===== src/rtl/apu_consts.svh =====
////////////////////////////////////////
// Sound unit constants
////////////////////////////////////////
`ifndef APU_CONSTS_SVH
`define APU_CONSTS_SVH

`define APU_FRAME_DIV 64  // Cycles per 512 Hz step, short for simulation.
`define APU_WB_ADDR_W 5

// Word offsets from the first sound register.
`define APU_ADDR_NR10 5'h00
`define APU_ADDR_NR11 5'h01
`define APU_ADDR_NR12 5'h02
`define APU_ADDR_NR13 5'h03
`define APU_ADDR_NR14 5'h04
`define APU_ADDR_NR21 5'h06
`define APU_ADDR_NR22 5'h07
`define APU_ADDR_NR23 5'h08
`define APU_ADDR_NR24 5'h09
`define APU_ADDR_NR50 5'h14
`define APU_ADDR_NR51 5'h15
`define APU_ADDR_NR52 5'h16

`endif

===== src/rtl/apu_pkg.sv =====
////////////////////////////////////////
// Sound unit types
////////////////////////////////////////
package apu_pkg;

    typedef logic [7:0]  reg_byte_t;
    typedef logic [10:0] freq_t;
    typedef logic [3:0]  volume_t;
    typedef logic [5:0]  length_t;
    typedef logic [7:0]  level_t;  // Two channels at 15 times a scale of 8 reach 240.

    typedef struct packed {
        logic [2:0] period;
        logic       negate;
        logic [2:0] shift;
    } sweep_cfg_t;

    typedef struct packed {
        logic [1:0] duty;
        length_t    length;
        volume_t    init_vol;
        logic       env_dir;     // 1 counts up.
        logic [2:0] env_period;
        freq_t      freq;
        logic       length_en;
    } tone_cfg_t;

    typedef struct packed {
        logic length_step;
        logic sweep_step;
        logic env_step;
    } frame_step_t;

    typedef enum logic {WB_IDLE, WB_ACK} wb_state_t;

endpackage


===== src/rtl/gb_apu.sv =====
////////////////////////////////////////
// Sound unit top
////////////////////////////////////////
`timescale 1ns/1ps
`include "apu_consts.svh"

module gb_apu import apu_pkg::*; (
    input  logic                      system_clock,
    input  logic                      rst,
    input  logic                      wb_cyc,
    input  logic                      wb_stb,
    input  logic                      wb_we,
    input  logic [`APU_WB_ADDR_W-1:0] wb_adr,
    input  reg_byte_t                 wb_dat_w,
    output reg_byte_t                 wb_dat_r,
    output logic                      wb_ack,
    output level_t                    left,
    output level_t                    right
);
    sweep_cfg_t  sweep_cfg;
    tone_cfg_t   tone1, tone2;
    logic        trigger1, trigger2;
    logic        master_on;
    logic        active1, active2;
    logic [2:0]  vol_left, vol_right;
    reg_byte_t   pan;
    volume_t     level1, level2;
    frame_step_t frame_step;

    apu_regs regs_inst (
        .system_clock(system_clock), .rst(rst),
        .wb_cyc(wb_cyc), .wb_stb(wb_stb), .wb_we(wb_we), .wb_adr(wb_adr),
        .wb_dat_w(wb_dat_w), .wb_dat_r(wb_dat_r), .wb_ack(wb_ack),
        .active1(active1), .active2(active2),
        .sweep_cfg(sweep_cfg), .tone1(tone1), .tone2(tone2),
        .trigger1(trigger1), .trigger2(trigger2), .master_on(master_on),
        .vol_left(vol_left), .vol_right(vol_right), .pan(pan)
    );

    frame_sequencer sequencer_inst (
        .system_clock(system_clock), .rst(rst), .frame_step(frame_step)
    );

    square_channel #(.HAS_SWEEP(1'b1)) channel1_inst (
        .system_clock(system_clock), .rst(rst), .tone(tone1), .sweep_cfg(sweep_cfg),
        .trigger(trigger1), .master_on(master_on), .step(frame_step),
        .active(active1), .level(level1)
    );

    square_channel #(.HAS_SWEEP(1'b0)) channel2_inst (
        .system_clock(system_clock), .rst(rst), .tone(tone2), .sweep_cfg(sweep_cfg),
        .trigger(trigger2), .master_on(master_on), .step(frame_step),
        .active(active2), .level(level2)
    );

    apu_mixer mixer_inst (
        .system_clock(system_clock), .rst(rst), .level1(level1), .level2(level2),
        .pan(pan), .vol_left(vol_left), .vol_right(vol_right),
        .left(left), .right(right)
    );

endmodule


===== src/rtl/apu_mixer.sv =====
////////////////////////////////////////
// Stereo mixer
////////////////////////////////////////
`timescale 1ns/1ps

module apu_mixer import apu_pkg::*; (
    input  logic       system_clock,
    input  logic       rst,
    input  volume_t    level1,
    input  volume_t    level2,
    input  reg_byte_t  pan,
    input  logic [2:0] vol_left,
    input  logic [2:0] vol_right,
    output level_t     left,
    output level_t     right
);
    logic [4:0] sum_left;
    logic [4:0] sum_right;
    logic [3:0] scale_left;
    logic [3:0] scale_right;

    // NR51 bits 4 and 5 feed the left side, bits 0 and 1 the right.
    assign sum_left  = (pan[4] ? {1'b0, level1} : 5'd0) + (pan[5] ? {1'b0, level2} : 5'd0);
    assign sum_right = (pan[0] ? {1'b0, level1} : 5'd0) + (pan[1] ? {1'b0, level2} : 5'd0);

    assign scale_left  = {1'b0, vol_left} + 4'd1;
    assign scale_right = {1'b0, vol_right} + 4'd1;

    always_ff @(posedge system_clock) begin
        if (rst) begin
            left  <= '0;
            right <= '0;
        end else begin
            left  <= level_t'(sum_left) * level_t'(scale_left);  // At most 30 times 8.
            right <= level_t'(sum_right) * level_t'(scale_right);
        end
    end

endmodule


===== src/rtl/square_channel.sv =====
////////////////////////////////////////
// Square tone channel
////////////////////////////////////////
`timescale 1ns/1ps

module square_channel import apu_pkg::*; #(
    parameter bit HAS_SWEEP = 1'b0
) (
    input  logic        system_clock,
    input  logic        rst,
    input  tone_cfg_t   tone,
    input  sweep_cfg_t  sweep_cfg,
    input  logic        trigger,
    input  logic        master_on,
    input  frame_step_t step,
    output logic        active,
    output volume_t     level
);
    // Patterns for 12.5, 25, 50 and 75 percent duty.
    localparam logic [7:0] DUTY_WAVE [4] = '{8'b0000_0001, 8'b1000_0001,
                                            8'b1000_0111, 8'b0111_1110};

    logic [11:0] timer;
    logic [2:0]  duty_pos;
    freq_t       cur_freq;
    logic        expired;
    logic        overflow;
    volume_t     env_volume;

    length_counter length_inst (
        .system_clock (system_clock),
        .rst          (rst),
        .trigger      (trigger),
        .load         (tone.length),
        .length_enable(tone.length_en),
        .length_step  (step.length_step),
        .expired      (expired)
    );

    volume_envelope envelope_inst (
        .system_clock(system_clock),
        .rst         (rst),
        .trigger     (trigger),
        .init_volume (tone.init_vol),
        .direction   (tone.env_dir),
        .period      (tone.env_period),
        .env_step    (step.env_step),
        .volume      (env_volume)
    );

    generate
        if (HAS_SWEEP) begin : g_sweep
            frequency_sweep sweep_inst (
                .system_clock(system_clock),
                .rst         (rst),
                .trigger     (trigger),
                .cfg         (sweep_cfg),
                .freq_init   (tone.freq),
                .sweep_step  (step.sweep_step),
                .freq        (cur_freq),
                .overflow    (overflow)
            );
        end else begin : g_fixed
            assign cur_freq = tone.freq;
            assign overflow = 1'b0;
        end
    endgenerate

    // The shadow frequency loads on the trigger edge, so the first period uses the register.
    always_ff @(posedge system_clock) begin
        if (rst) begin
            timer    <= '0;
            duty_pos <= '0;
        end else if (trigger) begin
            timer    <= 12'd2048 - {1'b0, tone.freq};
            duty_pos <= '0;
        end else if (timer <= 12'd1) begin
            timer    <= 12'd2048 - {1'b0, cur_freq};
            duty_pos <= duty_pos + 1'b1;
        end else begin
            timer <= timer - 1'b1;
        end
    end

    always_ff @(posedge system_clock) begin
        if (rst || !master_on)
            active <= 1'b0;
        else if (trigger)
            active <= 1'b1;
        else if (expired || overflow)
            active <= 1'b0;
    end

    assign level = (active && DUTY_WAVE[tone.duty][duty_pos]) ? env_volume : '0;

endmodule


===== src/rtl/frequency_sweep.sv =====
////////////////////////////////////////
// Frequency sweep
////////////////////////////////////////
`timescale 1ns/1ps

module frequency_sweep import apu_pkg::*; (
    input  logic       system_clock,
    input  logic       rst,
    input  logic       trigger,
    input  sweep_cfg_t cfg,
    input  freq_t      freq_init,
    input  logic       sweep_step,
    output freq_t      freq,
    output logic       overflow
);
    freq_t       shadow;
    logic [2:0]  timer;
    logic [11:0] next_freq;
    logic [11:0] trig_freq;

    // Bit 11 of the result flags a frequency above 2047.
    function automatic logic [11:0] sweep_calc(freq_t base, sweep_cfg_t c);
        logic [11:0] delta;
        delta = {1'b0, base} >> c.shift;
        return c.negate ? {1'b0, base} - delta : {1'b0, base} + delta;
    endfunction

    assign next_freq = sweep_calc(shadow, cfg);
    assign trig_freq = sweep_calc(freq_init, cfg);
    assign freq      = shadow;

    always_ff @(posedge system_clock) begin
        if (rst) begin
            shadow   <= '0;
            timer    <= '0;
            overflow <= 1'b0;
        end else if (trigger) begin
            shadow   <= freq_init;
            timer    <= cfg.period;
            overflow <= (cfg.shift != 3'd0) && trig_freq[11];
        end else if (sweep_step && cfg.period != 3'd0) begin
            if (timer <= 3'd1) begin
                timer <= cfg.period;
                if (next_freq[11])
                    overflow <= 1'b1;
                else if (cfg.shift != 3'd0)
                    shadow <= next_freq[10:0];
            end else begin
                timer <= timer - 1'b1;
            end
        end
    end

endmodule


===== src/rtl/volume_envelope.sv =====
////////////////////////////////////////
// Volume envelope
////////////////////////////////////////
`timescale 1ns/1ps

module volume_envelope import apu_pkg::*; (
    input  logic       system_clock,
    input  logic       rst,
    input  logic       trigger,
    input  volume_t    init_volume,
    input  logic       direction,
    input  logic [2:0] period,
    input  logic       env_step,
    output volume_t    volume
);
    logic [2:0] timer;
    logic       at_bound;

    assign at_bound = direction ? (volume == 4'hf) : (volume == 4'h0);

    always_ff @(posedge system_clock) begin
        if (rst) begin
            volume <= '0;
            timer  <= '0;
        end else if (trigger) begin
            volume <= init_volume;
            timer  <= period;
        end else if (env_step && period != 3'd0) begin
            if (timer <= 3'd1) begin
                timer <= period;
                if (!at_bound)
                    volume <= direction ? volume + 1'b1 : volume - 1'b1;
            end else begin
                timer <= timer - 1'b1;
            end
        end
    end

endmodule


===== src/rtl/length_counter.sv =====
////////////////////////////////////////
// Length counter
////////////////////////////////////////
`timescale 1ns/1ps

module length_counter import apu_pkg::*; (
    input  logic    system_clock,
    input  logic    rst,
    input  logic    trigger,
    input  length_t load,
    input  logic    length_enable,
    input  logic    length_step,
    output logic    expired
);
    logic [6:0] count;  // Holds 0 to 64.

    always_ff @(posedge system_clock) begin
        if (rst) begin
            count   <= '0;
            expired <= 1'b0;
        end else if (trigger) begin
            count   <= 7'd64 - {1'b0, load};  // A load of 0 gives the full 64.
            expired <= 1'b0;
        end else if (length_step && length_enable && count != '0) begin
            count <= count - 1'b1;
            if (count == 7'd1)
                expired <= 1'b1;
        end
    end

endmodule


===== src/rtl/apu_regs.sv =====
////////////////////////////////////////
// Register bank on Wishbone
////////////////////////////////////////
`timescale 1ns/1ps
`include "apu_consts.svh"

module apu_regs import apu_pkg::*; (
    input  logic                      system_clock,
    input  logic                      rst,
    input  logic                      wb_cyc,
    input  logic                      wb_stb,
    input  logic                      wb_we,
    input  logic [`APU_WB_ADDR_W-1:0] wb_adr,
    input  reg_byte_t                 wb_dat_w,
    output reg_byte_t                 wb_dat_r,
    output logic                      wb_ack,
    input  logic                      active1,
    input  logic                      active2,
    output sweep_cfg_t                sweep_cfg,
    output tone_cfg_t                 tone1,
    output tone_cfg_t                 tone2,
    output logic                      trigger1,
    output logic                      trigger2,
    output logic                      master_on,
    output logic [2:0]                vol_left,
    output logic [2:0]                vol_right,
    output reg_byte_t                 pan
);
    wb_state_t state;
    reg_byte_t nr10, nr11, nr12, nr13, nr14;
    reg_byte_t nr21, nr22, nr23, nr24;
    reg_byte_t nr50, nr51;
    reg_byte_t rd_value;
    logic      bus_req;
    logic      bus_write;
    logic      power_off_write;

    function automatic tone_cfg_t make_tone(reg_byte_t len_reg, reg_byte_t env_reg,
                                            reg_byte_t lo_reg, reg_byte_t hi_reg);
        tone_cfg_t cfg;
        cfg.duty       = len_reg[7:6];
        cfg.length     = len_reg[5:0];
        cfg.init_vol   = env_reg[7:4];
        cfg.env_dir    = env_reg[3];
        cfg.env_period = env_reg[2:0];
        cfg.freq       = {hi_reg[2:0], lo_reg};
        cfg.length_en  = hi_reg[6];
        return cfg;
    endfunction

    assign bus_req         = wb_cyc && wb_stb && (state == WB_IDLE);
    assign bus_write       = bus_req && wb_we;
    assign power_off_write = bus_write && (wb_adr == `APU_ADDR_NR52) && !wb_dat_w[7];
    assign wb_ack          = (state == WB_ACK);

    assign sweep_cfg = sweep_cfg_t'(nr10[6:0]);
    assign tone1     = make_tone(nr11, nr12, nr13, nr14);
    assign tone2     = make_tone(nr21, nr22, nr23, nr24);
    assign vol_left  = nr50[6:4];
    assign vol_right = nr50[2:0];
    assign pan       = nr51;

    // Write-only and unused bits read back as ones.
    always_comb begin
        case (wb_adr)
            `APU_ADDR_NR10: rd_value = nr10 | 8'h80;
            `APU_ADDR_NR11: rd_value = nr11 | 8'h3f;
            `APU_ADDR_NR12: rd_value = nr12;
            `APU_ADDR_NR13: rd_value = 8'hff;
            `APU_ADDR_NR14: rd_value = nr14 | 8'hbf;
            `APU_ADDR_NR21: rd_value = nr21 | 8'h3f;
            `APU_ADDR_NR22: rd_value = nr22;
            `APU_ADDR_NR23: rd_value = 8'hff;
            `APU_ADDR_NR24: rd_value = nr24 | 8'hbf;
            `APU_ADDR_NR50: rd_value = nr50;
            `APU_ADDR_NR51: rd_value = nr51;
            `APU_ADDR_NR52: rd_value = {master_on, 3'b111, 2'b00, active2, active1};
            default:        rd_value = 8'hff;
        endcase
    end

    always_ff @(posedge system_clock) begin
        if (rst) begin
            state     <= WB_IDLE;
            master_on <= 1'b0;
            trigger1  <= 1'b0;
            trigger2  <= 1'b0;
        end else begin
            state    <= bus_req ? WB_ACK : WB_IDLE;  // Ack lasts one cycle.
            trigger1 <= bus_write && (wb_adr == `APU_ADDR_NR14) && wb_dat_w[7];
            trigger2 <= bus_write && (wb_adr == `APU_ADDR_NR24) && wb_dat_w[7];
            if (bus_write && wb_adr == `APU_ADDR_NR52)
                master_on <= wb_dat_w[7];
        end
    end

    always_ff @(posedge system_clock) begin
        if (bus_req)
            wb_dat_r <= rd_value;
    end

    // Powering down wipes every channel and control register.
    always_ff @(posedge system_clock) begin
        if (rst || power_off_write) begin
            nr10 <= '0;
            nr11 <= '0;
            nr12 <= '0;
            nr13 <= '0;
            nr14 <= '0;
            nr21 <= '0;
            nr22 <= '0;
            nr23 <= '0;
            nr24 <= '0;
            nr50 <= '0;
            nr51 <= '0;
        end else if (bus_write) begin
            case (wb_adr)
                `APU_ADDR_NR10: nr10 <= wb_dat_w;
                `APU_ADDR_NR11: nr11 <= wb_dat_w;
                `APU_ADDR_NR12: nr12 <= wb_dat_w;
                `APU_ADDR_NR13: nr13 <= wb_dat_w;
                `APU_ADDR_NR14: nr14 <= wb_dat_w;
                `APU_ADDR_NR21: nr21 <= wb_dat_w;
                `APU_ADDR_NR22: nr22 <= wb_dat_w;
                `APU_ADDR_NR23: nr23 <= wb_dat_w;
                `APU_ADDR_NR24: nr24 <= wb_dat_w;
                `APU_ADDR_NR50: nr50 <= wb_dat_w;
                `APU_ADDR_NR51: nr51 <= wb_dat_w;
                default: ;
            endcase
        end
    end

endmodule


===== src/rtl/frame_sequencer.sv =====
////////////////////////////////////////
// Frame sequencer
////////////////////////////////////////
`timescale 1ns/1ps
`include "apu_consts.svh"

module frame_sequencer import apu_pkg::*; (
    input  logic        system_clock,
    input  logic        rst,
    output frame_step_t frame_step
);
    localparam int DIV_W = $clog2(`APU_FRAME_DIV);

    logic [DIV_W-1:0] div_cnt;
    logic [2:0]       step_idx;
    logic             step_tick;

    assign step_tick = (div_cnt == DIV_W'(`APU_FRAME_DIV - 1));

    always_ff @(posedge system_clock) begin
        if (rst) begin
            div_cnt    <= '0;
            step_idx   <= '0;
            frame_step <= '0;
        end else begin
            div_cnt    <= step_tick ? '0 : div_cnt + 1'b1;
            frame_step <= '0;
            if (step_tick) begin
                step_idx               <= step_idx + 1'b1;
                frame_step.length_step <= ~step_idx[0];              // Even steps.
                frame_step.sweep_step  <= (step_idx[1:0] == 2'b10);  // Steps 2 and 6.
                frame_step.env_step    <= (step_idx == 3'd7);
            end
        end
    end

endmodule


===== config.mk =====
export PLATFORM = sky130hd
export DESIGN_NAME = gb_apu
export DESIGN_NICKNAME = d
export VERILOG_FILES = /design/src/rtl/apu_pkg.sv /design/src/rtl/gb_apu.sv /design/src/rtl/apu_mixer.sv /design/src/rtl/square_channel.sv /design/src/rtl/frequency_sweep.sv /design/src/rtl/volume_envelope.sv /design/src/rtl/length_counter.sv /design/src/rtl/apu_regs.sv /design/src/rtl/frame_sequencer.sv
export VERILOG_INCLUDE_DIRS = /design/src /design/src/rtl
export SDC_FILE = /design/constraint.sdc
export NUM_CORES = 1
export LEC_CHECK = 0
export BUFFER_PORTS_ARGS = -buffer_cell sky130_fd_sc_hd__clkbuf_2
export CAP_MARGIN = 15
export CORE_UTILIZATION = 57
export CTS_CLUSTER_DIAMETER = 100
export DETAILED_ROUTE_END_ITERATION = 6
export GPL_TIMING_DRIVEN = 0
export PLACE_DENSITY_LB_ADDON = 0.15
export SETUP_SLACK_MARGIN = 0.5
export SLEW_MARGIN = 20
export SYNTH_ARGS = -nofsm -noshare
export SYNTH_HDL_FRONTEND = slang
export SYNTH_SLANG_ARGS = --single-unit
export TNS_END_PERCENT = 10

===== constraint.sdc =====
create_clock -name system_clock -period 4.42 [get_ports system_clock]
set_clock_uncertainty 0.2 [all_clocks]
set_input_delay 0.442 -clock system_clock [delete_from_list [all_inputs] [get_ports system_clock]]
set_output_delay 0.442 -clock system_clock [all_outputs]
set_load 0.005 [all_outputs]

Yosys cells after proc, flatten, opt, wreduce, memory -nomap -nowiden

Cells that the tools add are included.

Register bits after elaboration: 202
Bits of input ports: 18
Output and inout bits: 25
Logic and storage cells: 235

$add $sub $neg: 28
Multipliers: 2
Magnitude comparators: 9
Equal/unequal tests: 21
Shift-type cells: 2
Mux-type cells: 62
Bitwise gates (word level): 5
Reductions and logical operators: 66

Operator list:

| operator                                                        | count |
|---|---|
| one-hot mux 8 bit (10 select lines)                             | 1 |
| 2-to-1 mux 12 bit                                               | 6 |
| 2-to-1 mux 4 bit                                                | 16 |
| 2-to-1 mux 11 bit                                               | 5 |
| subtractor 12 x 11 -> 12 bit, first input constant              | 3 |
| binary-select mux 8 bit (select 2 bit)                          | 2 |
| 2-to-1 mux 8 bit                                                | 4 |
| 2-to-1 mux 7 bit                                                | 4 |
| 2-to-1 mux 3 bit                                                | 9 |
| AND reduction 2 bit                                             | 13 |
| adder 11 x 12 -> 12 bit                                         | 2 |
| less-or-equal comparator 12 x 1 -> 1 bit, second input constant | 2 |
| nonzero test 2 bit                                              | 12 |
| >> shifter 11 x 3 -> 12 bit                                     | 2 |
| subtractor 11 x 12 -> 12 bit                                    | 2 |
| subtractor 12 x 1 -> 12 bit, second input constant              | 2 |
| logical AND 1 bit                                               | 19 |
| multiplier 5 x 4 -> 8 bit                                       | 2 |
| equality test 5 x 3 -> 1 bit, second input constant             | 3 |
| equality test 5 bit, second input constant                      | 3 |
| equality test 7 x 1 -> 1 bit, second input constant             | 2 |
| nonzero test 7 bit                                              | 2 |
| subtractor 7 x 1 -> 7 bit, second input constant                | 2 |
| subtractor 7 x 6 -> 7 bit, first input constant                 | 2 |
| other kinds (30)                                                | 75 |

Logic depth before layout (Yosys ltp)

Gate-level depths: netlist of the first run.

Word-level depth: 11
Mapped depth: 23
Mapped depth without buffers: 23

Hierarchy

From an unflattened synthesis of the first run, not the netlist that was laid out.

Cell total of the unflattened synthesis: 1644
Area, all modules: 14091.0 um^2

By module, submodules not included:

| module                          | times used | cells an instance | area an instance (um^2) | seq. area each (um^2) |
|---|---|---|---|---|
| apu_regs                        | 1          | 436               | 3975.1                  | 1901.8 |
| frequency_sweep                 | 1          | 358               | 2802.7                  | 300.3 |
| apu_mixer                       | 1          | 194               | 1770.4                  | 320.3 |
| square_channel at channel1_inst | 1          | 186               | 1501.4                  | 320.3 |
| length_counter                  | 2          | 68                | 598.1                   | 160.2 |
| volume_envelope                 | 2          | 73                | 591.8                   | 140.1 |
| square_channel at channel2_inst | 1          | 140               | 1156.1                  | 320.3 |
| frame_sequencer                 | 1          | 48                | 505.5                   | 240.2 |

Least setup slack after synthesis of the first run

No wires, ideal clock.

Path type: register to register
From: register regs_inst.nr21[6]
To: register mixer_inst.left[7]
Library setup time: 0.128 ns
Arrival time: 4.514 ns
Data required time: 4.092 ns
Setup slack: -0.422 ns
Cell stages (with the launch flop): 22
Path buffers: 0
Period minus slack after synthesis: 4.842 ns
Cell sequence: dfxtp_1 ha_1 mux2_2 nand2_1 o21ai_0 o211ai_1 nor2_1 and2_1 ha_1 inv_1 fa_1 or2_2 fa_1 inv_1 fa_1 ha_1 a21o_1 a21o_1 a21o_1 a21oi_1 xnor2_1 nor2_1

Longest elaborated chain between the ends: 11

Ends and longest elaborated chain:

| item                                                 | line                 | text |
|---|---|---|
| from (decl)                                          | apu_regs.sv:31       | `reg_byte_t nr21, nr22, nr23, nr24;` |
| from (signal assigned)                               | apu_regs.sv:123      | `` `APU_ADDR_NR21: nr21 <= wb_dat_w; `` |
| inverter 2 -> 3 bit (implied by the code)            | square_channel.sv:94 | `assign level = (active && DUTY_WAVE[tone.duty][duty_pos]) ? env_volume : '0;` |
| binary-select mux 8 bit (select 2 bit)               | square_channel.sv:94 |  |
| 2-to-1 mux 8 bit (implied by the code) (2 in series) | square_channel.sv:94 |  |
| binary-select mux 1 bit (select 3 bit)               | square_channel.sv:94 |  |
| 2-to-1 mux 1 bit (implied by the code)               | square_channel.sv:94 |  |
| logical AND 1 bit                                    | square_channel.sv:94 |  |
| 2-to-1 mux 4 bit                                     | square_channel.sv:94 |  |
| 2-to-1 mux 4 bit                                     | apu_mixer.sv:23      | `assign sum_left = (pan[4] ? {1'b0, level1} : 5'd0) + (pan[5] ? {1'b0, level2} : 5'd0);` |
| adder 5 bit                                          | apu_mixer.sv:23      |  |
| multiplier 5 x 4 -> 8 bit                            | apu_mixer.sv:34      | `left <= level_t'(sum_left) * level_t'(scale_left);` |
| to (signal assigned)                                 | apu_mixer.sv:34      |  |
| to (decl)                                            | apu_mixer.sv:14      | `output level_t left,` |

No other way between the ends. The select of a mux whose other input is x is not followed.
A chain may end at the register's enable or synchronous reset.

Final worst setup path of the first run

From: register regs_inst.nr11[6]
To: register mixer_inst.right[7]

Longest elaborated chain between the ends: 11

Ends and longest elaborated chain:

| item                                                 | line                 | text |
|---|---|---|
| from (decl)                                          | apu_regs.sv:30       | `reg_byte_t nr10, nr11, nr12, nr13, nr14;` |
| from (signal assigned)                               | apu_regs.sv:119      | `` `APU_ADDR_NR11: nr11 <= wb_dat_w; `` |
| inverter 2 -> 3 bit (implied by the code)            | square_channel.sv:94 |  |
| binary-select mux 8 bit (select 2 bit)               | square_channel.sv:94 |  |
| 2-to-1 mux 8 bit (implied by the code) (2 in series) | square_channel.sv:94 |  |
| binary-select mux 1 bit (select 3 bit)               | square_channel.sv:94 |  |
| 2-to-1 mux 1 bit (implied by the code)               | square_channel.sv:94 |  |
| logical AND 1 bit                                    | square_channel.sv:94 |  |
| 2-to-1 mux 4 bit                                     | square_channel.sv:94 |  |
| 2-to-1 mux 4 bit                                     | apu_mixer.sv:24      | `assign sum_right = (pan[0] ? {1'b0, level1} : 5'd0) + (pan[1] ? {1'b0, level2} : 5'd0);` |
| adder 5 bit                                          | apu_mixer.sv:24      |  |
| multiplier 5 x 4 -> 8 bit                            | apu_mixer.sv:35      | `right <= level_t'(sum_right) * level_t'(scale_right);` |
| to (signal assigned)                                 | apu_mixer.sv:35      |  |
| to (decl)                                            | apu_mixer.sv:15      | `output level_t right` |

No other way between the ends. The select of a mux whose other input is x is not followed.

==> metrics.csv, run 1 <==
stage;metric;value;unit
routing;detailed-route via count;12000;
global_route;global-route wire length before repair;61300;µm
timing;endpoints failing hold;0;
die;die width;154;µm
clock_network;Reg clk slew, reported paths;80;ps
die;Die H;154;µm
clock_network;clk buf depth;2;
yosys;Syn Nets;1735;
setup_path;Setup crit end kind;flop;
yosys;post-synthesis compound-gate area fraction;15.5;%
die;DIE AREA;0.0238;mm²
yosys;Yosys cell types;74;
cells_and_area;layout cells sized above 1;12.8;%
yosys;Post-synth EDFFs;8;
setup_path;crit path kind;flop to flop;
global_route;vias in the first global route;11800;
clock_network;H-tree levels;4;
yosys;adder-cell share of the synthesized area;11.1;%
yosys;largest family of logic cells by synthesized area;simple AND/OR/NAND/NOR gates;
cells_and_area;layout net count;1814;
clock_network;CTS tree;yes;
outcome;violated checks;setup timing;
power_and_ir_drop;maximum vdd drop;0.254;mV
timing;fin crit share;111;%
routing;drt total wl;38300;µm
yosys;Yosys Warn Count;0;
routing;Avg WL per Cell;19.3;µm
clock_network;Hold Buf Count CTS;0;
cells_and_area;area grow syn2layout;12.8;%
routing;Pre-antenna DRT Iters;6;
yosys;fraction of the mapped netlist area in simple logic gates;20.8;%
setup_path;worst endpoint data arrival time;5000;ps
cells_and_area;post-route insts no fill;1987;
placed_design;number of buffers added on ports;33;
yosys;mapped cell area;0.0132;mm²
placed_design;DP Wirelength;27900;µm
timing;setup tns final;-2220;ps
yosys;#FFs+latches synth;196;
cells_and_area;commonest cells after routing, fill and taps aside;247 x nor2_1, 180 x dfxtp_1, 110 x nand2_1;
power_and_ir_drop;Power Density;300;mW/mm²
yosys;mux cell area share after synthesis;9.02;%
routing;post-route ant nets;0;
yosys;Synth Instances;1610;
timing;Max-slew headroom;19.0;%
setup_path;critical path fanouts, max;4;
hold_path;hold crit path type;input port to flop;
placed_design;Post-Place Cells;1928;
clock_network;Skew-Pair Late Insertion Delay;440;ps
die;Initial Util;58.3;%
yosys;syn avg cell area;8.22;µm²
yosys;asr flop ratio synth;0;%
routing;DR vias/cell;6.05;
setup_path;CP Launch Type;flop;
timing;final setup margin;-489;ps
clock_network;clock sink count;196;
timing;Tmin final;4910;ps
global_route;Total GRT Usage;32.9;%
routing;DR iter-0 viols;1182;
timing;Worst-Margin Slew;1210;ps
clock_network;Num CTS Buffers;17;
global_route;largest net degree at the start of global routing;19;
setup_path;CP required;4510;ps
job;max_cap viols;0;
cells_and_area;ant diodes;0;
global_route;number of antenna violations at the first check in global routing;0;
placed_design;RePlAce Congestion;0.980;
cells_and_area;commonest non-fill, non-tap cell in the layout;nor2_1;
power_and_ir_drop;total power;4.48;mW
die;Core ar.;0.0227;mm²
timing;RSZ-0062 raised after global routing;yes;
clock_network;CTS root buffer;clkbuf_16;
yosys;Seq/Total Area, Yosys;30.3;%
yosys;Synth Area in XOR/XNOR;8.07;%
timing;Slew Limit Fails;0;
setup_path;reg-to-reg slack, setup;-490;ps
power_and_ir_drop;Leak;6.24;nW
timing;Final setup viols;8;
die;Core Rows;55;
global_route;gr ovfl total;0;
outcome;outcome;complete, but fails checks;
die;IO Pins;43;
yosys;Main synth FF type;dfxtp_1;
timing;Max Fclk;204;MHz
routing;DRC errors left;0;
-- cells by family (layout without fill, tap and decap cells) --
| group | count (synthesis) | after routing |
|---|---|---|
| buffers and inverters | 167 | 259 |
| AOI/OAI and AO/OA | 316 | 316 |
| and+or+nand+nor | 592 | 592 |
| muxes | 110 | 110 |
| DFF | 196 | 196 |
| xor gates and xnor gates | 122 | 122 |
| adders and majority gates | 107 | 107 |
-- report_power, final --
part           switching [mW]  internal (mW)
clock network           0.753          0.792
registers              0.0979           1.88
logic                   0.570          0.384
-- path summary, 6_finish.rpt --
| check | startpoint | end | cells past startpoint |
|---|---|---|---|
| worst max-delay path | regs_inst.nr11[6]$_SDFFE_PP0P_ | mixer_inst.right[7]$_SDFF_PP0_ | 22 |
| worst min-delay path | wb_stb | regs_inst.wb_ack$_SDFF_PP0_ | 3 |
| worst max register to register | regs_inst.nr11[6]$_SDFFE_PP0P_ | mixer_inst.right[7]$_SDFF_PP0_ | 22 |
| worst min register to register | sequencer_inst.div_cnt[0]$_SDFF_PP0_ | sequencer_inst.div_cnt[0]$_SDFF_PP0_ | 1 |
-- cells in the mapped netlist (all sizes together), types with 5 or more instances --
library cell  number  share of area (%)
a211oi            39                2.3
nand2b            12               0.57
or3               12               0.57
or2               10               0.47
fa                17                2.6
o21a               8               0.45
a21oi            112                4.2
mux2i             96                7.3
dfxtp            188                 28
nor3              51                2.0
mux2               8               0.71
o31ai              8               0.53
mux4               6                1.0
o21ai             48                1.8
nor2b             21                1.0
a31oi             16               0.87
a221oi             7               0.46
buf               26                1.3
or4                9               0.51
xor2              55                3.6
o211ai            12               0.68
nor4              15               0.76
a21o              18                1.0
inv               69                2.0
nor2             252                7.1
o21bai             5               0.28
edfxtp             8                1.8
nand2            111                3.1
and2              26                1.2
nand3             45                1.7
a22oi              8               0.45
and3              10               0.47
nand4              8               0.38
ha                90                8.5
clkbuf            71                2.0
o22ai              8               0.38
xnor2             67                4.4
-- per-stage QoR --
stage                     worst slack [ps]  utilization (%)  hold WS [ps]  cell area, µm²
after floorplan                       -217                -           218           13300
after global placement                -920             60.9           234           13800
after detailed placement              -915             60.9           246           13800
after CTS                             -489             64.9          37.4           14700
after global routing                  -682             65.7          40.2           14900
final                                 -489             65.7          47.1           14900
-- layer usage --
| metal | wire, µm | track usage (%) | vias to the layer above |
|---|---|---|---|
| met2 | 17300 | 52.6 | 520 |
| met3 | 3400 | 7.85 | 118 |
| li1 | - | - | 5766 |
| met1 | 16100 | 42.3 | 5615 |
| met4 | 1470 | 14.8 | 0 |
| met5 | 0 | 0 | - |
-- worst max-delay path: stages, from the launching register on --
cell,delay (ps)
dfxtp_4,350
ha_2,170
mux2_2,250
o21ai_1,120
o211ai_1,110
buf_4,170
nor2_2,190
and2_1,220
ha_1,250
a21o_1,170
a21oi_2,210
xnor2_2,110
and2_4,170
fa_1,470
inv_1,50
fa_1,530
inv_1,70
ha_4,250
a21o_1,160
a21o_1,180
a21oi_2,180
xnor2_2,140
nor2_1,60
-- flip-flops by register name (all words and copies together), names as in the netlist, 6 cells and up --
name,flops
regs_inst.nr22,8
regs_inst.wb_dat_r,8
channel2_inst.length_inst.count,7
channel2_inst.timer,12
regs_inst.nr10,7
channel1_inst.length_inst.count,7
regs_inst.nr13,8
mixer_inst.right,8
regs_inst.nr21,8
regs_inst.nr11,8
regs_inst.nr50,8
regs_inst.nr12,8
channel1_inst.timer,12
regs_inst.nr23,8
mixer_inst.left,8
sequencer_inst.div_cnt,6
channel1_inst.g_sweep.sweep_inst.freq,11
regs_inst.pan,8
-- cell type report --
class,count,area [µm²]
inverter,70,263
tap,285,357
multi-input combinational,1247,8810
clock buffer,17,425
timing repair buffer,60,405
buffer,97,507
clock inverter,15,139
fill,1920,7780
sequential,196,4020
-- timing repair --
item,CTS,global route
setup endpoints to repair,22,22
gates cloned,1,0
pin swaps,24,28
gates resized for setup,49,34
buffers inserted,18,8
(Power assumes the default switching activity.)
==> run 2, diff against run 1 <==
--- a/config.mk
+++ b/config.mk
@@ -8,8 +8,10 @@
 export LEC_CHECK = 0
 export BUFFER_PORTS_ARGS = -buffer_cell sky130_fd_sc_hd__clkbuf_2
 export CAP_MARGIN = 15
-export CORE_UTILIZATION = 57
-export CTS_CLUSTER_DIAMETER = 100
+export CORE_ASPECT_RATIO = 0.7
+export CORE_UTILIZATION = 59
+export CTS_BUF_LIST = sky130_fd_sc_hd__clkbuf_2 sky130_fd_sc_hd__clkbuf_4 sky130_fd_sc_hd__clkbuf_8
+export CTS_CLUSTER_DIAMETER = 30
 export DETAILED_ROUTE_END_ITERATION = 6
 export GPL_TIMING_DRIVEN = 0
 export PLACE_DENSITY_LB_ADDON = 0.15
==> run 2 against run 1 <==
Effect of this change: the flow still finishes with violations (setup timing); largest power group unchanged; register-to-register slack got worse by 150 ps; non-clock buffer count did not move; clock-buffer cell count rose by 1; largest cell class unchanged; die area fell by 3.3%; fmax fell by 2.9%; design area fell by 1.1%; clock power fell by 23%; routed wire length rose by 4.6%; sequential power barely moved; total power fell by 7.8%; final cell count fell by 0.15%; combinational power rose by 2%.
==> metrics.csv, run 2 (synthesized netlist as in run 1, its figures left out) <==
stage;metric;value;unit;change
cells_and_area;Design Area, Final;0.0148;mm²;was 0.0149 mm²
die;Core Rows;45;;was 55
placed_design;Post-Place Cells;1925;;was 1928
routing;WL met1;18500;µm;was 16100 µm
cells_and_area;area of the multi-input gates;0.00885;mm²;was 0.00881 mm²
die;Initial Util;60.6;%;was 58.3%
clock_network;clock sink count;196;;unchanged
timing;Slew Limit Fails;0;;unchanged
global_route;gr ovfl total;0;;unchanged
clock_network;Skew-Pair Late Insertion Delay;510;ps;was 440 ps
die;Core ar.;0.0218;mm²;was 0.0227 mm²
cells_and_area;post-route insts no fill;1984;;was 1987
cells_and_area;area grow syn2layout;11.6;%;was 12.8%
power_and_ir_drop;total power;4.13;mW;was 4.48 mW
hold_path;hold crit path type;input port to flop;;unchanged
timing;RSZ-0062 raised after global routing;yes;;unchanged
placed_design;number of buffers added on ports;33;;unchanged
routing;post-route ant nets;0;;unchanged
timing;final setup margin;-636;ps;was -489 ps
outcome;outcome;complete, but fails checks;;unchanged
routing;Pre-antenna DRT Iters;5;;was 6
clock_network;CTS tree;yes;;unchanged
global_route;largest net degree at the start of global routing;20;;was 19
setup_path;Setup crit end kind;flop;;unchanged
timing;Tmin final;5060;ps;was 4910 ps
power_and_ir_drop;Leak;6.18;nW;was 6.24 nW
cells_and_area;layout cells sized above 1;12.9;%;was 12.8%
timing;Max-slew headroom;33.1;%;was 19.0%
setup_path;critical path fanouts, max;4;;unchanged
cells_and_area;commonest non-fill, non-tap cell in the layout;nor2_1;;unchanged
die;die width;181;µm;was 154 µm
power_and_ir_drop;Power Density;280;mW/mm²;was 300 mW/mm²
routing;Avg WL per Cell;20.2;µm;was 19.3 µm
setup_path;CP Launch Type;flop;;unchanged
die;Die H;127;µm;was 154 µm
cells_and_area;commonest cells after routing, fill and taps aside;249 x nor2_1, 181 x dfxtp_1, 111 x nand2_1;;was 247 x nor2_1, 180 x dfxtp_1, 110 x nand2_1
clock_network;H-tree levels;4;;unchanged
setup_path;worst-case reg-to-reg path depth;22;;unchanged
timing;fin crit share;114;%;was 111%
clock_network;clk buf depth;2;;unchanged
clock_network;Num CTS Buffers;17;;unchanged
global_route;global-route wire length before repair;62700;µm;was 61300 µm
placed_design;Post-DP Area;0.0138;mm²;about the same
setup_path;Setup crit start;regs_inst.nr21[6]$_SDFFE_PP0P_;;was regs_inst.nr11[6]$_SDFFE_PP0P_
routing;top routing layer used;met4;;unchanged
clock_network;CTS root buffer;clkbuf_8;;was clkbuf_16
placed_design;DP Worst Slack;-1130;ps;was -915 ps
placed_design;RePlAce Congestion;1.02;;was 0.980
cells_and_area;ant diodes;0;;unchanged
setup_path;CP required;4590;ps;was 4510 ps
timing;Final setup viols;8;;unchanged
timing;Worst-Margin Slew;1000;ps;was 1210 ps
power_and_ir_drop;maximum vdd drop;0.201;mV;was 0.254 mV
setup_path;RR Endpoint;mixer_inst.right[7]$_SDFF_PP0_;;unchanged
routing;DR vias/cell;6.19;;was 6.05
cells_and_area;fill count;1857;;was 1920
timing;setup tns final;-2890;ps;was -2220 ps
routing;DR WL met2;15500;µm;was 17300 µm
timing;Max Fclk;198;MHz;was 204 MHz
setup_path;worst endpoint data arrival time;5230;ps;was 5000 ps
die;DIE AREA;0.0230;mm²;was 0.0238 mm²
setup_path;reg-to-reg slack, setup;-640;ps;was -490 ps
outcome;violated checks;setup timing;;unchanged
global_route;Total GRT Usage;35.3;%;was 32.9%
routing;detailed-route via count;12300;;was 12000
timing;endpoints failing hold;0;;unchanged
global_route;number of antenna violations at the first check in global routing;1;;was 0
setup_path;crit path kind;flop to flop;;unchanged
setup_path;crit path capture;mixer_inst.right[7]$_SDFF_PP0_;;unchanged
setup_path;r2r startpoint;regs_inst.nr21[6]$_SDFFE_PP0P_;;was regs_inst.nr11[6]$_SDFFE_PP0P_
routing;DR iter-0 viols;1278;;was 1182
clock_network;Reg clk slew, reported paths;120;ps;was 80 ps
job;max_cap viols;0;;unchanged
routing;DRC errors left;0;;unchanged
cells_and_area;register area;0.00402;mm²;about the same
die;IO Pins;43;;unchanged
placed_design;DP Wirelength;30300;µm;was 27900 µm
routing;drt total wl;40100;µm;was 38300 µm
global_route;vias in the first global route;11200;;was 11800
cells_and_area;layout net count;1814;;unchanged
routing;routed wl met3;5240;µm;was 3400 µm
-- run 2: cell count changes in the layout (fill, tap and decap cells not counted), sizes merged --
cell	previous run	this run
buf	53	50
bufbuf	1	0
bufinv	1	0
clkbuf	120	121
clkinv	6	5
dlygate4sd3	0	4
inv	77	78
-- run 2: timing repair --
| action | CTS | global route |
|---|---|---|
| cloned | 0 | 0 |
| buffers inserted | 23 | 0 |
| hold buffers | 4 | 0 |
| setup endpoints to repair | 22 | 23 |
| endpoints found under the hold margin | 3 | 0 |
| gates resized for setup | 82 | 8 |
| pin swaps | 51 | 14 |
-- run 2: report_power, final --
part           internal (mW)  total [mW]  switching (mW)  leakage [nW]
Sequential              1.88        1.98           0.102          1.60
Clock                  0.426        1.18           0.750         0.193
Combinational          0.389       0.970           0.581          4.39
-- run 2: routing by layer --
layer	GRT usage (%)	up-vias
met4	8.77	0
met3	10.5	68
met5	0	-
met2	48.5	633
li1	-	5767
met1	53.3	5811
-- run 2: worst min-delay path by stage --
stage | from | endpoint | slack (ps) | cells past startpoint
5_1_grt | wb_dat_w[0] | regs_inst.nr12[0]$_SDFFE_PP0P_ | 9 | 3
3_3_place_gp | sequencer_inst.div_cnt[0]$_SDFF_PP0_ | sequencer_inst.div_cnt[0]$_SDFF_PP0_ | 230 | 1
2_1_floorplan | sequencer_inst.div_cnt[0]$_SDFF_PP0_ | sequencer_inst.div_cnt[0]$_SDFF_PP0_ | 220 | 1
3_5_place_dp | sequencer_inst.div_cnt[0]$_SDFF_PP0_ | sequencer_inst.div_cnt[0]$_SDFF_PP0_ | 240 | 1
6_report | wb_dat_w[2] | regs_inst.nr12[2]$_SDFFE_PP0P_ | 7 | 3
4_1_cts | wb_dat_w[0] | regs_inst.nr12[0]$_SDFFE_PP0P_ | 2 | 3
-- run 2: metrics by stage --
stage	utilization [%]	hold WS [ps]
floorplan	-	218
global placement	63.3	230
detailed placement	63.3	236
CTS	67.4	2.24
global route	67.6	9.11
finish	67.6	6.55
-- run 2: worst max-delay path: stages, from the launching register on --
cell and delay [ps]:
dfxtp_4 410, ha_4 170, mux2_4 240, nand2_1 60
o21ai_1 70, o211ai_1 170, buf_4 180, nor2_1 70
and2_1 150, ha_2 190, fa_2 390, xnor2_4 210
nand2b_4 160, fa_1 420, fa_1 510, inv_2 60
ha_4 200, a21o_1 180, a21o_1 200, a21o_1 190
a21oi_4 200, xnor2_4 190, nor2_1 100
-- run 2: layout make-up --
class | count | area share (%)
clock inverters | 14 | 0.941
flip-flops and latches | 196 | 27.2
repair buffers | 60 | 2.61
inverters | 70 | 1.78
plain buffers | 97 | 3.47
clock buffers | 18 | 1.64
multi-input cells | 1247 | 59.9
well taps | 282 | 2.39
==> run 3, diff against run 2 <==
--- a/config.mk
+++ b/config.mk
@@ -6,13 +6,15 @@
 export SDC_FILE = /design/constraint.sdc
 export NUM_CORES = 1
 export LEC_CHECK = 0
-export BUFFER_PORTS_ARGS = -buffer_cell sky130_fd_sc_hd__clkbuf_2
 export CAP_MARGIN = 15
+export CELL_PAD_IN_SITES_DETAIL_PLACEMENT = 1
+export CELL_PAD_IN_SITES_GLOBAL_PLACEMENT = 1
 export CORE_ASPECT_RATIO = 0.7
-export CORE_UTILIZATION = 59
+export CORE_UTILIZATION = 46
 export CTS_BUF_LIST = sky130_fd_sc_hd__clkbuf_2 sky130_fd_sc_hd__clkbuf_4 sky130_fd_sc_hd__clkbuf_8
 export CTS_CLUSTER_DIAMETER = 30
 export DETAILED_ROUTE_END_ITERATION = 6
+export DONT_BUFFER_PORTS = 1
 export GPL_TIMING_DRIVEN = 0
 export PLACE_DENSITY_LB_ADDON = 0.15
 export SETUP_SLACK_MARGIN = 0.5
==> run 3 against run 2 <==
Effect of this change: the flow still finishes with violations (setup timing); clock power increased by 11%; critical endpoint is now mixer_inst.left[7]$_SDFF_PP0_; global-route usage decreased by 4.0 points; register-to-register slack improved by 20 ps; fmax up 0.34%; final cell count increased by 3.3%; utilization decreased by 14 points; worst hold slack improved by 110 ps; die area grew 28%; flip-flop and latch count stayed put.
==> metrics.csv, run 3 (synthesized netlist as in run 1, its figures left out) <==
stage;metric;value;unit;change
outcome;outcome;complete, but fails checks;;unchanged
outcome;violated checks;setup timing;;unchanged
cells_and_area;layout net count;1789;;was 1814
timing;final setup margin;-619;ps;was -636 ps
die;Initial Util;47.2;%;was 60.6%
routing;Avg WL per Cell;22.3;µm;was 20.2 µm
routing;DR vias/cell;5.96;;was 6.19
power_and_ir_drop;maximum vdd drop;0.273;mV;was 0.201 mV
power_and_ir_drop;sw frac;32.6;%;was 34.7%
die;Core Rows;51;;was 45
power_and_ir_drop;P_int;2.89;mW;was 2.70 mW
global_route;gr ovfl total;0;;unchanged
timing;Max-slew headroom;24.5;%;was 33.1%
clock_network;clock sink count;196;;unchanged
clock_network;clk buf depth;2;;unchanged
cells_and_area;layout cells sized above 1;12.0;%;was 12.9%
power_and_ir_drop;total power;4.28;mW;was 4.13 mW
placed_design;DP Wirelength;34000;µm;was 30300 µm
placed_design;number of buffers added on ports;0;;was 33
setup_path;Setup crit end kind;flop;;unchanged
die;Die H;144;µm;was 127 µm
die;DIE AREA;0.0295;mm²;was 0.0230 mm²
routing;post-route ant nets;0;;unchanged
timing;Slew Limit Fails;0;;unchanged
timing;RSZ-0062 raised after global routing;yes;;unchanged
die;IO Pins;43;;unchanged
placed_design;RePlAce Congestion;0.912;;was 1.02
die;die width;205;µm;was 181 µm
cells_and_area;Design Area, Final;0.0149;mm²;was 0.0148 mm²
cells_and_area;area grow syn2layout;12.7;%;was 11.6%
cells_and_area;Final Util;53.2;%;was 67.6%
power_and_ir_drop;logic gate share of total power;23.1;%;was 23.5%
clock_network;CTS tree;yes;;unchanged
power_and_ir_drop;sequential power share;46.4;%;was 48.0%
clock_network;CTS root buffer;clkbuf_8;;unchanged
power_and_ir_drop;Power Density;287;mW/mm²;was 280 mW/mm²
timing;Worst-Margin Slew;1130;ps;was 1000 ps
setup_path;worst endpoint data arrival time;5240;ps;was 5230 ps
power_and_ir_drop;switching power;1.40;mW;was 1.43 mW
hold_path;hold crit path type;input port to flop;;unchanged
setup_path;crit path kind;flop to flop;;unchanged
cells_and_area;commonest non-fill, non-tap cell in the layout;nor2_1;;unchanged
placed_design;Post-Place Cells;1981;;was 1925
cells_and_area;commonest cells after routing, fill and taps aside;247 x nor2_1, 181 x dfxtp_1, 109 x nand2_1;;was 249 x nor2_1, 181 x dfxtp_1, 111 x nand2_1
die;Core ar.;0.0280;mm²;was 0.0218 mm²
routing;DRC errors left;0;;unchanged
placed_design;Post-DP Area;0.0138;mm²;about the same
clock_network;Skew-Pair Late Insertion Delay;530;ps;was 510 ps
global_route;largest net degree at the start of global routing;17;;was 20
timing;Final setup viols;11;;was 8
clock_network;Reg clk slew, reported paths;100;ps;was 120 ps
routing;Pre-antenna DRT Iters;7;;was 5
cells_and_area;post-route insts no fill;2049;;was 1984
global_route;vias in the first global route;11900;;was 11200
routing;drt total wl;45700;µm;was 40100 µm
job;max_cap viols;0;;unchanged
placed_design;DP Worst Slack;-1260;ps;was -1130 ps
setup_path;reg-to-reg slack, setup;-620;ps;was -640 ps
clock_network;Num CTS Buffers;17;;unchanged
timing;Tmin final;5040;ps;was 5060 ps
timing;endpoints failing hold;0;;unchanged
routing;DR iter-0 viols;1119;;was 1278
routing;detailed-route via count;12200;;was 12300
global_route;Total GRT Usage;31.3;%;was 35.3%
global_route;global-route wire length before repair;69700;µm;was 62700 µm
global_route;number of antenna violations at the first check in global routing;3;;was 1
power_and_ir_drop;Leak;6.08;nW;was 6.18 nW
setup_path;CP Launch Type;flop;;unchanged
timing;fin crit share;114;%;about the same
clock_network;H-tree levels;4;;unchanged
setup_path;CP required;4620;ps;was 4590 ps
power_and_ir_drop;clock share of power;30.5;%;was 28.5%
setup_path;critical path fanouts, max;4;;unchanged
timing;Max Fclk;198;MHz;about the same
[run 3: final cells by class]
type | count | area (µm²)
fillers | 3367 | 13100
multi-input cells | 1247 | 8900
flip-flops and latches | 196 | 4020
plain buffers | 97 | 518
well taps | 371 | 464
repair buffers | 35 | 318
clock buffers | 24 | 299
inverters | 70 | 263
clock inverters | 8 | 126
diodes | 1 | 2.50
[run 3: layer usage]
metal	share of wire (%)	wire length (µm)	global-route usage, %	vias up
met4	1.4	647	7.15	0
li1	-	-	-	5728
met5	0	0	0	-
met1	50	22700	47.7	6051
met3	7.8	3560	5.87	48
met2	41	18800	44.7	395
[run 3: final timing paths]
kind	start	end	cells after the start
hold / removal	wb_we	regs_inst.master_on$_SDFFE_PP0P_	3
hold reg to reg	sequencer_inst.div_cnt[0]$_SDFF_PP0_	sequencer_inst.div_cnt[0]$_SDFF_PP0_	1
setup / recovery	regs_inst.nr21[6]$_SDFFE_PP0P_	mixer_inst.left[7]$_SDFF_PP0_	21
setup reg to reg	regs_inst.nr21[6]$_SDFFE_PP0P_	mixer_inst.left[7]$_SDFF_PP0_	21
[run 3: metrics by stage]
stage	hold WS [ps]	TNS, ps
4_1_cts	88.0	-3100
5_1_grt	139	-6560
3_5_place_dp	242	-17760
2_1_floorplan	218	-1790
6_report	121	-3680
3_3_place_gp	235	-14730
[run 3: power by group through the flow]
stage	sequential, mW	clock [mW]	combinational [mW]
detailed placement	2.03	0	0.962
floorplan	2.00	0	0.735
CTS	1.99	1.32	0.979
finish	1.99	1.31	0.988
global placement	2.02	0	0.933
global route	2.00	1.38	1.11
[run 3: critical path, cell delays in order (launching register included)]
cell and delay (ps):
dfxtp_4 380, ha_4 160, mux2_4 250, nand2_2 70, o21ai_2 50, o211ai_1 270
nor2_2 130, and2_4 180, ha_4 150, inv_2 50, fa_2 470, or2_4 260
fa_1 540, inv_2 50, fa_1 570, ha_1 240, a21o_1 170, a21o_1 190
a21o_1 180, a21oi_2 160, xnor2_1 130, nor2_1 50
[run 3: what timing repair did]
action | CTS | global route
setup buffers | 20 | 8
hold endpoints to repair | 5 | 0
hold buffers | 6 | 0
setup endpoints to repair | 22 | 22
gates cloned | 1 | 0
pin swaps | 31 | 24
gates resized for setup | 81 | 23
